### config.mk
export PLATFORM = sky130hd
export DESIGN_NAME = norflash8_top
export DESIGN_NICKNAME = d
export VERILOG_FILES = /design/src/common/norflash_pkg.sv /design/src/rtl/flash_req_decode.sv /design/src/rtl/flash_fetch/flash_fetch_execute.sv /design/src/rtl/flash_word_result.sv /design/src/rtl/norflash8_top.sv
export SDC_FILE = /design/constraint.sdc
export NUM_CORES = 1
export LEC_CHECK = 0
export BUFFER_PORTS_ARGS = -buffer_cell sky130_fd_sc_hd__buf_2
export CORE_MARGIN = 2
export CORE_UTILIZATION = 50
export CTS_BUF_LIST = sky130_fd_sc_hd__clkbuf_4 sky130_fd_sc_hd__clkbuf_8
export DETAILED_ROUTE_END_ITERATION = 10
export PLACE_DENSITY_LB_ADDON = 0.05
export SKIP_LAST_GASP = 1
export SYNTH_ARGS = -nofsm -noshare
export SYNTH_HDL_FRONTEND = slang
export SYNTH_SLANG_ARGS = --single-unit
### constraint.sdc
create_clock -name sys_clk -period 4.6 [get_ports sys_clk]
set_input_delay 0.46 -clock sys_clk [delete_from_list [all_inputs] [get_ports sys_clk]]
set_output_delay 0.46 -clock sys_clk [all_outputs]
set_load 0.02 [all_outputs]
### src/common/norflash_pkg.sv
// ##########################################################
// shared constants for the 8-bit NOR flash read bridge.
// timing assumes a fixed access time; no flash commands.
// FLASH_WAIT must fit in FLASH_WAIT_WIDTH bits.
// ##########################################################

package norflash_pkg;

	// ##########################################################
	// flash geometry
	// ##########################################################

	// byte address width, 4 MiB reachable.
	localparam int FLASH_ADR_WIDTH = 22;

	// swaps the two bytes of each flash halfword when set.
	localparam bit FLASH_SWAP_BYTES = 1'b0;

	// ##########################################################
	// access timing
	// ##########################################################

	// terminal wait count, one byte read lasts FLASH_WAIT+1 cycles.
	localparam int FLASH_WAIT       = 12;
	localparam int FLASH_WAIT_WIDTH = 4;

	// start edge to ack, four byte reads plus the ack cycle.
	localparam int ACK_LATENCY = 4 * (FLASH_WAIT + 1) + 1;

	// sequencer states.
	typedef enum logic [1:0] {
		FETCH_IDLE = 2'd0,
		FETCH_WAIT = 2'd1,
		FETCH_ACK  = 2'd2
	} fetch_state_t;

	// byte position in a word, 0 is the most significant lane.
	typedef logic [1:0] byte_idx_t;

endpackage

### src/rtl/flash_req_decode.sv
// ##########################################################
// word address register and flash byte address forming.
// bus address is a byte address; bits 1:0 are ignored.
// address bits above FLASH_ADR_WIDTH-1 are not checked.
// ##########################################################

module flash_req_decode
	import norflash_pkg::*;
(
	input  logic                       sys_clk,

	// bus request side.
	input  logic [31:0]                wb_adr_i,
	input  logic                       wb_cyc_i,
	input  logic                       wb_stb_i,

	// current byte from the sequencer.
	input  byte_idx_t                  byte_idx_i,

	// flash address pins.
	output logic [FLASH_ADR_WIDTH-1:0] flash_adr_o
);

	// ##########################################################
	// word address register
	// ##########################################################

	// word part of the flash address.
	logic [FLASH_ADR_WIDTH-3:0] word_adr;

	// request seen this cycle.
	logic req;

	assign req = wb_cyc_i & wb_stb_i;

	// load only while a request is present.
	// keeps the flash pins quiet between reads.
	// payload register, no reset needed.
	always_ff @(posedge sys_clk) begin
		if (req) begin
			word_adr <= wb_adr_i[FLASH_ADR_WIDTH-1:2];
		end
	end

	// ##########################################################
	// byte address
	// ##########################################################

	// low bit optionally inverted for halfword byte swap.
	logic adr_lsb;

	assign adr_lsb = byte_idx_i[0] ^ FLASH_SWAP_BYTES;

	// word part, then byte index.
	assign flash_adr_o = {word_adr, byte_idx_i[1], adr_lsb};

endmodule

### src/rtl/flash_fetch/flash_fetch_execute.sv
// ##########################################################
// read sequencer: four byte reads then a one-cycle ack.
// each byte waits FLASH_WAIT+1 cycles, no early finish.
// no back-pressure; held strobes restart after ack.
// ##########################################################

module flash_fetch_execute
	import norflash_pkg::*;
(
	input  logic      sys_clk,
	input  logic      sys_rst,

	// bus strobes.
	input  logic      wb_cyc_i,
	input  logic      wb_stb_i,

	// byte sequencing.
	output byte_idx_t byte_idx_o,
	output logic      load_o,

	// bus acknowledge, single cycle.
	output logic      wb_ack_o
);

	// terminal count in counter width.
	localparam logic [FLASH_WAIT_WIDTH-1:0] WAIT_LAST = FLASH_WAIT_WIDTH'(FLASH_WAIT);

	// ##########################################################
	// state and counters
	// ##########################################################

	fetch_state_t                state_q;
	fetch_state_t                state_d;

	// access-time counter.
	logic [FLASH_WAIT_WIDTH-1:0] wait_cnt;
	logic                        wait_done;

	// byte within the word.
	byte_idx_t                   byte_idx_q;

	// request present.
	logic                        req;

	assign req       = wb_cyc_i & wb_stb_i;
	assign wait_done = (wait_cnt == WAIT_LAST);

	// state register.
	always_ff @(posedge sys_clk) begin
		if (sys_rst) begin
			state_q <= FETCH_IDLE;
		end else begin
			state_q <= state_d;
		end
	end

	// counter runs only in FETCH_WAIT.
	// wraps to zero at the terminal count.
	always_ff @(posedge sys_clk) begin
		if (sys_rst) begin
			wait_cnt <= '0;
		end else if ((state_q == FETCH_WAIT) && !wait_done) begin
			wait_cnt <= wait_cnt + 1'b1;
		end else begin
			wait_cnt <= '0;
		end
	end

	// byte index.
	// held at 0 while idle, steps on each load.
	// wraps to 0 after the fourth byte.
	always_ff @(posedge sys_clk) begin
		if (sys_rst) begin
			byte_idx_q <= '0;
		end else if (state_q == FETCH_IDLE) begin
			byte_idx_q <= '0;
		end else if (load_o) begin
			byte_idx_q <= byte_idx_q + 1'b1;
		end
	end

	// ##########################################################
	// next state and strobes
	// ##########################################################

	// load in the terminal wait cycle only.
	assign load_o = (state_q == FETCH_WAIT) && wait_done;

	// ack decoded straight from the state register.
	assign wb_ack_o = (state_q == FETCH_ACK);

	assign byte_idx_o = byte_idx_q;

	always_comb begin
		state_d = state_q;
		case (state_q)
			// wait for cyc and stb together.
			FETCH_IDLE: begin
				if (req) begin
					state_d = FETCH_WAIT;
				end
			end

			// last byte loaded, word complete.
			FETCH_WAIT: begin
				if (wait_done && (byte_idx_q == 2'd3)) begin
					state_d = FETCH_ACK;
				end
			end

			// one ack cycle, then idle.
			FETCH_ACK: begin
				state_d = FETCH_IDLE;
			end

			// unused encoding.
			default: begin
				state_d = FETCH_IDLE;
			end
		endcase
	end

endmodule

### src/rtl/flash_word_result.sv
// ##########################################################
// 32-bit read data register, one byte lane per load.
// lane 0 is bits 31:24 (big-endian lane order).
// contents undefined until the first load.
// ##########################################################

module flash_word_result
	import norflash_pkg::*;
(
	input  logic        sys_clk,

	// flash data pins.
	input  logic [7:0]  flash_d_i,

	// load strobe and target lane.
	input  logic        load_i,
	input  byte_idx_t   byte_idx_i,

	// assembled word, held until next load.
	output logic [31:0] wb_dat_o
);

	// ##########################################################
	// lane writes
	// ##########################################################

	// only the addressed lane changes.
	// others keep their value.
	always_ff @(posedge sys_clk) begin
		if (load_i) begin
			case (byte_idx_i)
				// first byte, top lane.
				2'd0: begin
					wb_dat_o[31:24] <= flash_d_i;
				end
				2'd1: begin
					wb_dat_o[23:16] <= flash_d_i;
				end
				2'd2: begin
					wb_dat_o[15:8] <= flash_d_i;
				end
				// last byte, bottom lane.
				2'd3: begin
					wb_dat_o[7:0] <= flash_d_i;
				end
				default: begin
					wb_dat_o <= wb_dat_o;
				end
			endcase
		end
	end

endmodule

### src/rtl/norflash8_top.sv
// ##########################################################
// read-only bus bridge to an 8-bit parallel NOR flash.
// reads only; no writes, erase, bursts or byte selects.
// ack comes ACK_LATENCY cycles after the request edge.
// ##########################################################

module norflash8_top
	import norflash_pkg::*;
(
	input  logic                       sys_clk,
	input  logic                       sys_rst,

	// bus slave port.
	input  logic [31:0]                wb_adr_i,
	input  logic                       wb_cyc_i,
	input  logic                       wb_stb_i,
	output logic [31:0]                wb_dat_o,
	output logic                       wb_ack_o,

	// flash pins.
	output logic [FLASH_ADR_WIDTH-1:0] flash_adr_o,
	input  logic [7:0]                 flash_d_i
);

	// ##########################################################
	// internal wires
	// ##########################################################

	// current byte, shared by decode and result.
	byte_idx_t byte_idx;

	// byte sample strobe.
	logic      load;

	// address decode.
	flash_req_decode flash_req_decode_inst (
		.sys_clk     (sys_clk),
		.wb_adr_i    (wb_adr_i),
		.wb_cyc_i    (wb_cyc_i),
		.wb_stb_i    (wb_stb_i),
		.byte_idx_i  (byte_idx),
		.flash_adr_o (flash_adr_o)
	);

	// sequencer and wait counter.
	flash_fetch_execute flash_fetch_execute_inst (
		.sys_clk    (sys_clk),
		.sys_rst    (sys_rst),
		.wb_cyc_i   (wb_cyc_i),
		.wb_stb_i   (wb_stb_i),
		.byte_idx_o (byte_idx),
		.load_o     (load),
		.wb_ack_o   (wb_ack_o)
	);

	// byte lane assembly.
	flash_word_result flash_word_result_inst (
		.sys_clk    (sys_clk),
		.flash_d_i  (flash_d_i),
		.load_i     (load),
		.byte_idx_i (byte_idx),
		.wb_dat_o   (wb_dat_o)
	);

endmodule

==> key figures, run 1 <==
Status
  • Status: completed

Worst setup path
  • Reg2Reg Depth: 5
  • Worst path max stage delay: 0.48 ns
  • WP data required: 4.57 ns
  • Crit. End Element: register
  • Crit path max-delay cell type: and2_1
  • Worst-path maximum fanout: 8
  • Critical path data arrival time: 1.76 ns
  • Kind of critical path: register to register
  • Crit path from: flash_fetch_execute_inst.wait_cnt[0]$_SDFF_PP0_
  • Reg2reg setup slack: around 2.8 ns
  • R2R Path Start: flash_fetch_execute_inst.wait_cnt[0]$_SDFF_PP0_
  • RR Endpoint: flash_word_result_inst.wb_dat_o[26]$_DFFE_PP_
  • CP Launch Type: register
  • Crit-path cells: inv_1 > ha_1 > nand3_1 > nor2_1 > and2_1

Clock tree
  • Postcts setup bufs: 0
  • Worst-Skew Late Latency: between 0.3 and 0.4 ns
  • Hold-fix buffers, CTS: 0
  • Clock sink total: 60
  • CTS tree: yes
  • Root Driver: clkbuf_8
  • Reg clk slew, reported paths: 0.06 ns
  • Num CTS Buffers: 9
  • Clk buf depth: 2
  • Cts repair resizes: 0
  • Htree depth: 3

Floorplan
  • # IOs: 99
  • Initial core utilization: 0.533
  • Die width: 67.2 um
  • DIE AREA: 4520 sq um
  • Core ar.: 3740 sq um
  • Core Rows: 22
  • DIE HEIGHT: 67.2 um

Timing
  • Worst slew margin: 0.408
  • Fin. Hold Viols: 0
  • Pins over their slew limit: 0
  • Worst slew pin tran: 0.888 ns
  • Fin Clk Skew: 0.00458 ns
  • Setup TNS: 0 ns
  • F_max: 560 MHz
  • Minimum clock period: 1.79 ns
  • Count of final setup violators: 0
  • Final worst setup slack: 2.81 ns
  • RSZ-0062 raised after global routing: no
  • Final Cycle Share: 0.388

Placed design
  • Place WS: roughly 2.8 ns
  • Gpl congestion: ~0.70
  • DP Cell Count: 235
  • HPWL Detailed: 2.71 mm
  • Port Buffer Count: 86
  • Post-place instance area: ~2500 sq um

GRT
  • Vias in the first global route: 1122
  • Total track usage: 0.182
  • Largest net degree at the start of global routing: 22
  • Initial antenna violation count: 0
  • Total congestion overflow: 0
  • First-pass GRT wire length: 5.44 mm

Drt
  • Via count: 1154
  • Initial DRC count: between 70 and 80
  • Via/cell ratio: 4.60
  • # DRC: 0
  • First-pass DRT Iterations: 4
  • Avg WL per Cell: 14.7 um
  • Antenna-violating nets left: 0
  • Routed wire length: ~3.7 mm

Layout
  • Layout Nets: 248
  • Layout area overhead: 33.9%
  • N_diodes: 0
  • Post-Layout Cell Count: 251
  • Proportion of layout cells with a drive suffix above 1: 0.507
  • Final Cell Area: 2670 sq um

Power
  • Total Power: ~1.1 mW
  • VDD IR-drop max: 0.210 mV
  • Static leakage: 1.08 nW
  • PwrDens: 409 nW/um^2

Yosys
  • #FFs+latches synth: 60
  • Ys flop type: edfxtp_1
  • Post-Synthesis Cells: 101
  • YS warnings: 0
  • Syn_nets: around 150
  • Synth cell types: 19
  • Post-synth EDFFs: 52
  • Seq/Total Area, Yosys: 0.862
  • Mapped cell area: 2000 sq um
  • Avg Cell Area, Syn: 19.8 sq um
  • Async SR Flop Fraction: 0

Flow run
  • Max-Cap Viols: 0

Hold path
  • Worst Hold Class: input pin to register
  • WHS Endpoint: flash_req_decode_inst.word_adr[13]$_DFFE_PP_
  • Cell depth of the worst hold path: 1
  • Hold Path Origin: wb_adr_i[15]
==> cells by family (layout without fill, tap and decap cells) <==
| kind of cell | after synthesis | after routing | synth area share |
|---|---|---|---|
| xor gates and xnor gates | 2 | 2 | 0.00877 |
| and+or+nand+nor | 25 | 25 | 0.0670 |
| DFF | 60 | 60 | 0.862 |
| AOI/OAI and AO/OA | 1 | 1 | 0.00501 |
| buffers and inverters | 5 | 107 | 0.00940 |
| adders and majority gates | 6 | 6 | 0.0376 |
| muxes | 2 | 2 | 0.0100 |
==> cells in the final DEF (no fill, tap or decap), types with 3 or more instances in the layout <==
cell type,n
and2_1,4
buf_2,86
clkbuf_8,9
clkinv_1,3
dfxtp_1,8
edfxtp_1,52
ha_1,6
inv_1,5
nand2_1,5
nor2_1,7
==> routing by layer <==
| layer | global-route usage | part of all wire | vias up |
|---|---|---|---|
| met5 | 0 | 0 | - |
| met4 | 0.0842 | 0.0051 | 0 |
| met3 | 0.0883 | 0.088 | 2 |
| met2 | 0.318 | 0.54 | 48 |
| met1 | 0.181 | 0.36 | 541 |
| li1 | - | - | 563 |
==> worst max-delay path, delay by kind of cell, from the launching register on <==
kind          cells  cell delay [ns]
buf+inv           1             0.06
fa+ha+maj         1             0.16
flops             1             0.33
simple gates      3             0.88
==> synth_stat cells (all sizes together) (2+ instances only) <==
cell | instances | area (sq um)
dfxtp | 8 | 160
ha | 6 | 75.1
and2 | 4 | 25.0
nand2 | 5 | 18.8
nand3 | 2 | 10.0
edfxtp | 52 | 1560
inv | 5 | 18.8
and3 | 2 | 18.8
mux2i | 2 | 20.0
nor2 | 7 | 26.3
==> cell type report <==
cell class | count | area [sq um]
flip-flops and latches | 60 | 1720
fillers | 266 | 1070
repair buffers | 86 | 430
multi-input cells | 36 | 256
clock buffers | 10 | 131
well taps | 48 | 60.1
clock inverters | 6 | 55.1
inverters | 5 | 18.8
==> how the worst max path moves through the flow <==
stage | end | slack, ns | cells past startpoint
floorplan | flash_word_result_inst.wb_dat_o[0]$_DFFE_PP_ | 3.08 | 5
global placement | flash_word_result_inst.wb_dat_o[5]$_DFFE_PP_ | 2.82 | 5
detailed placement | flash_word_result_inst.wb_dat_o[5]$_DFFE_PP_ | 2.80 | 5
CTS | flash_word_result_inst.wb_dat_o[2]$_DFFE_PP_ | 2.79 | 5
global route | flash_word_result_inst.wb_dat_o[26]$_DFFE_PP_ | 2.67 | 5
finish | flash_word_result_inst.wb_dat_o[26]$_DFFE_PP_ | 2.81 | 5
==> state kept, by name (all words and copies together) (netlist names) <==
| signal | cells |
|---|---|
| flash_fetch_execute_inst.byte_idx_o | 2 |
| flash_fetch_execute_inst.state_q | 2 |
| flash_fetch_execute_inst.wait_cnt | 4 |
| flash_req_decode_inst.word_adr | 20 |
| flash_word_result_inst.wb_dat_o | 32 |
==> stage by stage <==
stage                     hold slack [ns]   util
final                               0.306  0.714
after global routing                0.279  0.714
after CTS                           0.289  0.714
after detailed placement            0.455  0.664
after global placement              0.445  0.664
after floorplan                     0.427      -
==> power breakdown <==
part	leakage [nW]	switching, mW	internal [mW]	total, mW
clock network	0.0962	0.184	0.250	0.434
registers	0.540	0.00397	0.605	0.609
logic	0.448	0.0308	0.0191	0.0499
total	1.08	0.218	0.875	1.09
No activity file was read; power rests on OpenSTA's default activity.
==> inputs of run 2 (changes only) <==
--- a/config.mk
+++ b/config.mk
@@ -7,7 +7,7 @@
 export LEC_CHECK = 0
 export BUFFER_PORTS_ARGS = -buffer_cell sky130_fd_sc_hd__buf_2
 export CORE_MARGIN = 2
-export CORE_UTILIZATION = 50
+export CORE_UTILIZATION = 42
 export CTS_BUF_LIST = sky130_fd_sc_hd__clkbuf_4 sky130_fd_sc_hd__clkbuf_8
 export DETAILED_ROUTE_END_ITERATION = 10
 export PLACE_DENSITY_LB_ADDON = 0.05
==> constraint.sdc (replaced) <==
create_clock -name sys_clk -period 1.45 [get_ports sys_clk]
set_input_delay 0.145 -clock sys_clk [delete_from_list [all_inputs] [get_ports sys_clk]]
set_output_delay 0.145 -clock sys_clk [all_outputs]
set_load 0.02 [all_outputs]
==> run 2 against run 1 <==
  * Clock-buffer cell count unchanged
  * Critical path depth is 1 higher
  * First-iteration DRC count fell by 4.2%
  * Routed wire length up 11%
  * Sequential power rose to 3.2 times the previous value
  * Flip-flop and latch count stayed put
  * Die area is 18% higher
  * Hold slack worse by 0.28 ns
  * Clock skew shrank 0.0023 ns
  * Non-clock buffer count grew 25
  * Global-route usage shrank 1.4 points
==> key figures, run 2 (synthesis gave the netlist of run 1 again) <==
Drt
  • First-pass DRT Iterations: 4
  • Antenna-violating nets left: 0
  • Via/cell ratio: 4.53
  • # DRC: 0
  • Via count: 1278
  • Avg WL per Cell: between 10 and 15 um
  • Routed wire length: 4.10 mm
  • Initial DRC count: 68

Hold path
  • WHS Endpoint: flash_fetch_execute_inst.state_q[0]$_SDFFE_PP0P_
  • Worst Hold Class: input pin to register
  • Cell depth of the worst hold path: 2
  • Hold Path Origin: sys_rst

Placed design
  • Port Buffer Count: 86
  • DP Cell Count: 246
  • Place WS: -0.00358 ns
  • Gpl congestion: 0.698
  • HPWL Detailed: 2.72 mm
  • Post-place instance area: about 2600 sq um

Layout
  • Max FFs per register: 32
  • Final Cell Area: 2960 sq um
  • Biggest regs: flash_word_result_inst.wb_dat_o (32), flash_req_decode_inst.word_adr (20), flash_fetch_execute_inst.wait_cnt (4)
  • Top reg by flops: flash_word_result_inst.wb_dat_o
  • Layout area overhead: 48.0%
  • N_diodes: 0
  • Leading cell type in the layout, fill and taps excluded: buf_2
  • Commonest non-fill, non-tap cells in the layout: buf_2 (86), edfxtp_1 (52), dlygate4sd3_1 (20), clkbuf_8 (9), dfxtp_1 (7)
  • Layout Nets: 273
  • Post-Layout Cell Count: around 280
  • Proportion of layout cells with a drive suffix above 1: 0.513

Worst setup path
  • Reg2Reg Depth: 6
  • CP Launch Type: register
  • R2R Path Start: flash_fetch_execute_inst.wait_cnt[1]$_SDFF_PP0_
  • Reg2reg setup slack: 0.08 ns
  • Critical path data arrival time: ~1.4 ns
  • RR Endpoint: flash_word_result_inst.wb_dat_o[4]$_DFFE_PP_
  • Kind of critical path: register to register
  • Crit. End Element: register
  • WP data required: 1.50 ns
  • Worst-path maximum fanout: 8

Timing
  • Fin. Hold Viols: 0
  • Final worst setup slack: 0.0848 ns
  • Worst slew margin: 0.823
  • Hold_ws: ~0.024 ns
  • F_max: 733 MHz
  • Final Cycle Share: 0.941
  • Minimum clock period: about 1.4 ns
  • Fin Clk Skew: 0.00229 ns
  • Count of final setup violators: 0
  • RSZ-0062 raised after global routing: no
  • Worst slew pin tran: 0.265 ns
  • Pins over their slew limit: 0

Flow run
  • Max-Cap Viols: 0

Floorplan
  • DIE AREA: 5320 sq um
  • Die width: 73.0 um
  • # IOs: 99
  • DIE HEIGHT: between 70 and 80 um
  • Core Rows: 25
  • Initial core utilization: 0.428
  • Core ar.: ~4700 sq um

Status
  • Status: completed

Clock tree
  • Htree depth: 3
  • Num CTS Buffers: 9
  • CTS tree: yes
  • Reg clk slew, reported paths: 0.06 ns
  • Clk buf depth: 2
  • Root Driver: clkbuf_8
  • Clock sink total: 60
  • Worst-Skew Late Latency: 0.33 ns

GRT
  • Largest net degree at the start of global routing: 22
  • First-pass GRT wire length: between 6 and 7 mm
  • Total congestion overflow: 0
  • Initial antenna violation count: 0
  • Vias in the first global route: 1292
  • Total track usage: 0.168

Power
  • PwrDens: 1200 nW/um^2
  • Total Power: 3.55 mW
  • Static leakage: 1.20 nW
  • VDD IR-drop max: 0.604 mV
==> run 2: changes by cell type in the layout (fill, tap and decap cells not counted), sizes merged <==
cell / delta
buf: +5
clkinv: -1
clkinvlp: +1
dlygate4sd3: +20
==> run 2: metal layers <==
layer  track usage  routed length, um  vias to the layer above  share of wire
met5             0                  0                        -              0
met4        0.0926                 92                        0          0.022
met2         0.288               2170                       47           0.53
met1         0.181               1620                      602           0.39
met3        0.0594                215                       10          0.053
li1              -                  -                      619              -
==> run 2: worst max-delay path by stage <==
stage	startpoint	cells past startpoint	slack, ns	to
CTS	flash_fetch_execute_inst.wait_cnt[1]$_SDFF_PP0_	5	-0.02	flash_word_result_inst.wb_dat_o[20]$_DFFE_PP_
global placement	flash_fetch_execute_inst.wait_cnt[1]$_SDFF_PP0_	5	0.03	flash_word_result_inst.wb_dat_o[15]$_DFFE_PP_
global route	flash_fetch_execute_inst.wait_cnt[1]$_SDFF_PP0_	5	0.006	flash_word_result_inst.wb_dat_o[18]$_DFFE_PP_
finish	flash_fetch_execute_inst.wait_cnt[1]$_SDFF_PP0_	6	0.08	flash_word_result_inst.wb_dat_o[4]$_DFFE_PP_
floorplan	flash_fetch_execute_inst.wait_cnt[0]$_SDFF_PP0_	5	0.04	flash_word_result_inst.wb_dat_o[10]$_DFFE_PP_
detailed placement	flash_fetch_execute_inst.wait_cnt[1]$_SDFF_PP0_	5	-0.004	flash_word_result_inst.wb_dat_o[23]$_DFFE_PP_
==> run 2: final cells by class <==
class / count / area (sq um)
clock buffer: 10 / 131
sequential: 60 / 1720
multi-input combinational: 36 / 279
tap: 54 / 67.6
inverter: 5 / 18.8
fill: 344 / 1710
clock inverter: 6 / 55.1
timing repair buffer: 111 / 681
==> run 2: power breakdown <==
group	leakage, nW	switching [mW]	internal, mW
clock network	0.0945	0.607	0.794
logic	0.564	0.111	0.101
registers	0.540	0.0123	1.92
total	1.20	0.730	2.82
==> run 2: worst max-delay path, cell delays in order, from the launching register on <==
cell and delay [ns]:
dfxtp_2 0.33, inv_1 0.06, ha_2 0.17, and3_4 0.21, nand2_2 0.08, nor2_4 0.10, buf_12 0.14
==> run 2: stage by stage <==
step	setup TNS, ns	util
after global placement	0	0.547
after global routing	0	0.634
after CTS	-0.342	0.630
after detailed placement	-0.0266	0.547
after floorplan	0	-
final	0	0.634
==> run 2: repair_timing <==
action	CTS	global route
pin swaps	0	3
gates resized for setup	0	8
setup buffers	0	0
gates cloned	0	0
setup endpoints to repair	24	32
hold buffers	20	0
hold endpoints to repair	20	0
==> inputs of run 3 (changes only) <==
--- a/config.mk
+++ b/config.mk
@@ -5,7 +5,9 @@
 export SDC_FILE = /design/constraint.sdc
 export NUM_CORES = 1
 export LEC_CHECK = 0
+export ABC_AREA = 1
 export BUFFER_PORTS_ARGS = -buffer_cell sky130_fd_sc_hd__buf_2
+export CORE_ASPECT_RATIO = 1.75
 export CORE_MARGIN = 2
 export CORE_UTILIZATION = 42
 export CTS_BUF_LIST = sky130_fd_sc_hd__clkbuf_4 sky130_fd_sc_hd__clkbuf_8
@@ -14,4 +16,5 @@
 export SKIP_LAST_GASP = 1
 export SYNTH_ARGS = -nofsm -noshare
 export SYNTH_HDL_FRONTEND = slang
+export SYNTH_HIERARCHICAL = 1
 export SYNTH_SLANG_ARGS = --single-unit
==> run 3 against run 2 <==
  * Register-to-register slack got worse by 0.09 ns
  * Critical path depth rose by 1
  * The flow now finishes with violations (setup timing)
  * Combinational power rose by 4%
  * Worst setup slack got worse by 0.093 ns
  * Sequential share of layout area fell by 3.0 points
  * Largest power group unchanged
  * Critical path type unchanged
  * Hold slack improved by 0.0089 ns
  * Design area rose by 5.5%
  * Global-route usage fell by 0.22 points
==> key figures, run 3 <==
Status
  • Status: finished with violations
  • Failing checks: setup timing

GRT
  • Initial antenna violation count: 0
  • First-pass GRT wire length: 6.40 mm
  • Total congestion overflow: 0
  • Vias in the first global route: 1387
  • Total track usage: 0.166
  • Largest net degree at the start of global routing: 21

Clock tree
  • Clk buf depth: 2
  • Htree depth: 3
  • Reg clk slew, reported paths: about 0.060 ns
  • Clock sink total: 60
  • CTS tree: yes
  • Num CTS Buffers: 9
  • Root Driver: clkbuf_8
  • Worst-Skew Late Latency: 0.32 ns

Layout
  • Top reg by flops: flash_word_result_inst/wb_dat_o
  • Leading cell type in the layout, fill and taps excluded: buf_2
  • Proportion of layout cells with a drive suffix above 1: 0.518
  • Final Cell Area: 3120 sq um
  • N_diodes: 0
  • Layout area overhead: 55.3%
  • Biggest regs: flash_word_result_inst/wb_dat_o (32), flash_req_decode_inst/word_adr (20), flash_fetch_execute_inst/wait_cnt (4)
  • Max FFs per register: 32
  • Layout Nets: 295
  • Commonest non-fill, non-tap cells in the layout: buf_2 (86), edfxtp_1 (52), dlygate4sd3_1 (20), inv_1 (12), buf_4 (11)

Power
  • PwrDens: 1130 nW/um^2
  • Static leakage: 1.27 nW
  • VDD IR-drop max: 0.992 mV

Drt
  • Via count: around 1400
  • First-pass DRT Iterations: 4
  • # DRC: 0
  • Antenna-violating nets left: 0
  • Via/cell ratio: 4.62
  • Avg WL per Cell: roughly 14 um
  • Routed wire length: 4.32 mm
  • Initial DRC count: 36

Floorplan
  • Core ar.: 4620 sq um
  • Initial core utilization: 0.434
  • Die width: around 56 um
  • DIE HEIGHT: 95.4 um
  • Core Rows: 33
  • # IOs: 99
  • DIE AREA: around 5400 sq um

Placed design
  • HPWL Detailed: ~3.1 mm
  • Gpl congestion: 0.708
  • Port Buffer Count: between 80 and 90
  • Place WS: -0.0885 ns
  • Post-place instance area: 2640 sq um

Timing
  • Worst slew margin: 0.760
  • F_max: slightly below 700 MHz
  • Final worst setup slack: -0.00815 ns
  • Worst slew pin tran: 0.360 ns
  • Pins over their slew limit: 0
  • Fin. Hold Viols: 0
  • Minimum clock period: 1.46 ns
  • RSZ-0062 raised after global routing: yes
  • Fin Clk Skew: 0.00584 ns
  • Final Cycle Share: 1.01
  • Count of final setup violators: 16

Yosys
  • Post-synth top cells: edfxtp_1 (52), inv_1 (14), nor2_1 (13), nand2_1 (9), dfxtp_1 (8)
  • Seq/Total Area, Yosys: 0.858
  • Ranking of synthesized cells by area: edfxtp_1 (78%), dfxtp_1 (8.0%), inv_1 (2.6%)
  • Most frequent cell after synthesis: edfxtp_1
  • Synth area leader: edfxtp_1
  • Syn_nets: 163
  • Avg Cell Area, Syn: 17.3 sq um
  • Synth top area share: 0.778
  • Synth cell types: 17
  • Post-Synthesis Cells: 116
  • Ys flop type: edfxtp_1
  • Async SR Flop Fraction: 0
  • #FFs+latches synth: 60
  • Mapped cell area: between 2000 and 2500 sq um
  • Post-synth EDFFs: 52
  • YS warnings: 6

Worst setup path
  • Worst-path maximum fanout: 6
  • Reg2reg setup slack: -0.008 ns
  • WP data required: 1.49 ns
  • Reg2Reg Depth: 7
  • Kind of critical path: register to register
  • R2R Path Start: flash_fetch_execute_inst/wait_cnt[0]$_SDFF_PP0_
  • CP Launch Type: register
  • RR Endpoint: flash_word_result_inst/wb_dat_o[8]$_DFFE_PP_
  • Critical path data arrival time: ~1.5 ns
  • Crit. End Element: register

Hold path
  • Hold Path Origin: flash_d_i[4]
  • WHS Endpoint: flash_word_result_inst/wb_dat_o[28]$_DFFE_PP_
  • Cell depth of the worst hold path: 1
  • Worst Hold Class: input pin to register

Flow run
  • Max-Cap Viols: 0
[run 3: layout make-up]
class / count / area [sq um]
clock buffer: 10 / 131
clock inverter: 6 / 55.1
fill: 349 / 1510
inverter: 14 / 52.6
multi-input combinational: 40 / 283
sequential: 60 / 1720
tap: 52 / 65.1
timing repair buffer: 123 / 807
[run 3: timing repair]
item / in CTS / in global routing
buffers inserted: 2 / 1
hold endpoints to repair: 20 / 0
hold buffers: 20 / 0
pin swaps: 5 / 3
endpoints found under the setup margin: 32 / 32
resized for setup: 16 / 1
[run 3: worst max-delay path: stages, from the launching register on]
cell,delay [ns]
dfxtp_1,0.32
inv_2,0.06
ha_4,0.14
nand3_4,0.09
nor2_4,0.19
nand2_4,0.10
nor2_4,0.13
buf_12,0.14
[run 3: metal layers]
| layer | vias to the layer above | GRT usage | wire length (um) |
|---|---|---|---|
| met5 | - | 0 | 0 |
| met4 | 0 | 0.105 | 95 |
| met3 | 6 | 0.0638 | 289 |
| met2 | 61 | 0.293 | 2450 |
| met1 | 672 | 0.159 | 1490 |
| li1 | 671 | - | - |
[run 3: worst max path at each step]
stage / from / to / slack, ns / cells after the start
4_1_cts: flash_fetch_execute_inst/wait_cnt[1]$_SDFF_PP0_ / flash_word_result_inst/wb_dat_o[12]$_DFFE_PP_ / -0.04 / 7
2_1_floorplan: flash_fetch_execute_inst/wait_cnt[0]$_SDFF_PP0_ / flash_word_result_inst/wb_dat_o[10]$_DFFE_PP_ / -0.05 / 6
3_3_place_gp: flash_fetch_execute_inst/wait_cnt[0]$_SDFF_PP0_ / flash_word_result_inst/wb_dat_o[24]$_DFFE_PP_ / -0.02 / 7
3_5_place_dp: flash_fetch_execute_inst/wait_cnt[0]$_SDFF_PP0_ / flash_word_result_inst/wb_dat_o[15]$_DFFE_PP_ / -0.09 / 7
5_1_grt: flash_fetch_execute_inst/wait_cnt[1]$_SDFF_PP0_ / flash_word_result_inst/wb_dat_o[2]$_DFFE_PP_ / -0.07 / 7
6_report: flash_fetch_execute_inst/wait_cnt[0]$_SDFF_PP0_ / flash_word_result_inst/wb_dat_o[8]$_DFFE_PP_ / -0.008 / 7
[run 3: kinds of logic (layout without fill, tap and decap cells)]
family	count (synthesis)	count (layout)	share of synthesized area
compound gates	4	4	0.0112
simple gates	32	32	0.0742
flops	60	60	0.858
buf+inv	16	153	0.0337
xor+xnor	1	1	0.00436
fa+ha+maj	3	3	0.0187
[run 3: metrics by stage]
step / utilization / TNS, ns / hold slack, ns / cells / total power, mW
finish: 0.674 / -0.0567 / 0.0326 / 305 / 3.53
global route: 0.674 / -1.58 / 0.00745 / 305 / 3.68
detailed placement: 0.571 / -2.14 / 0.323 / 266 / 2.14
global placement: 0.571 / -0.416 / 0.321 / 266 / 2.13
CTS: 0.672 / -0.557 / 0.0142 / 304 / 3.57
floorplan: - / -1.56 / 0.244 / 116 / 2.05
[run 3: where the power goes]
group | internal (mW) | switching, mW | total (mW) | leakage (nW)
clock | 0.794 | 0.585 | 1.38 | 0.0945
sequential | 1.92 | 0.0113 | 1.93 | 0.540
combinational | 0.105 | 0.116 | 0.221 | 0.636
total | 2.82 | 0.712 | 3.53 | 1.27
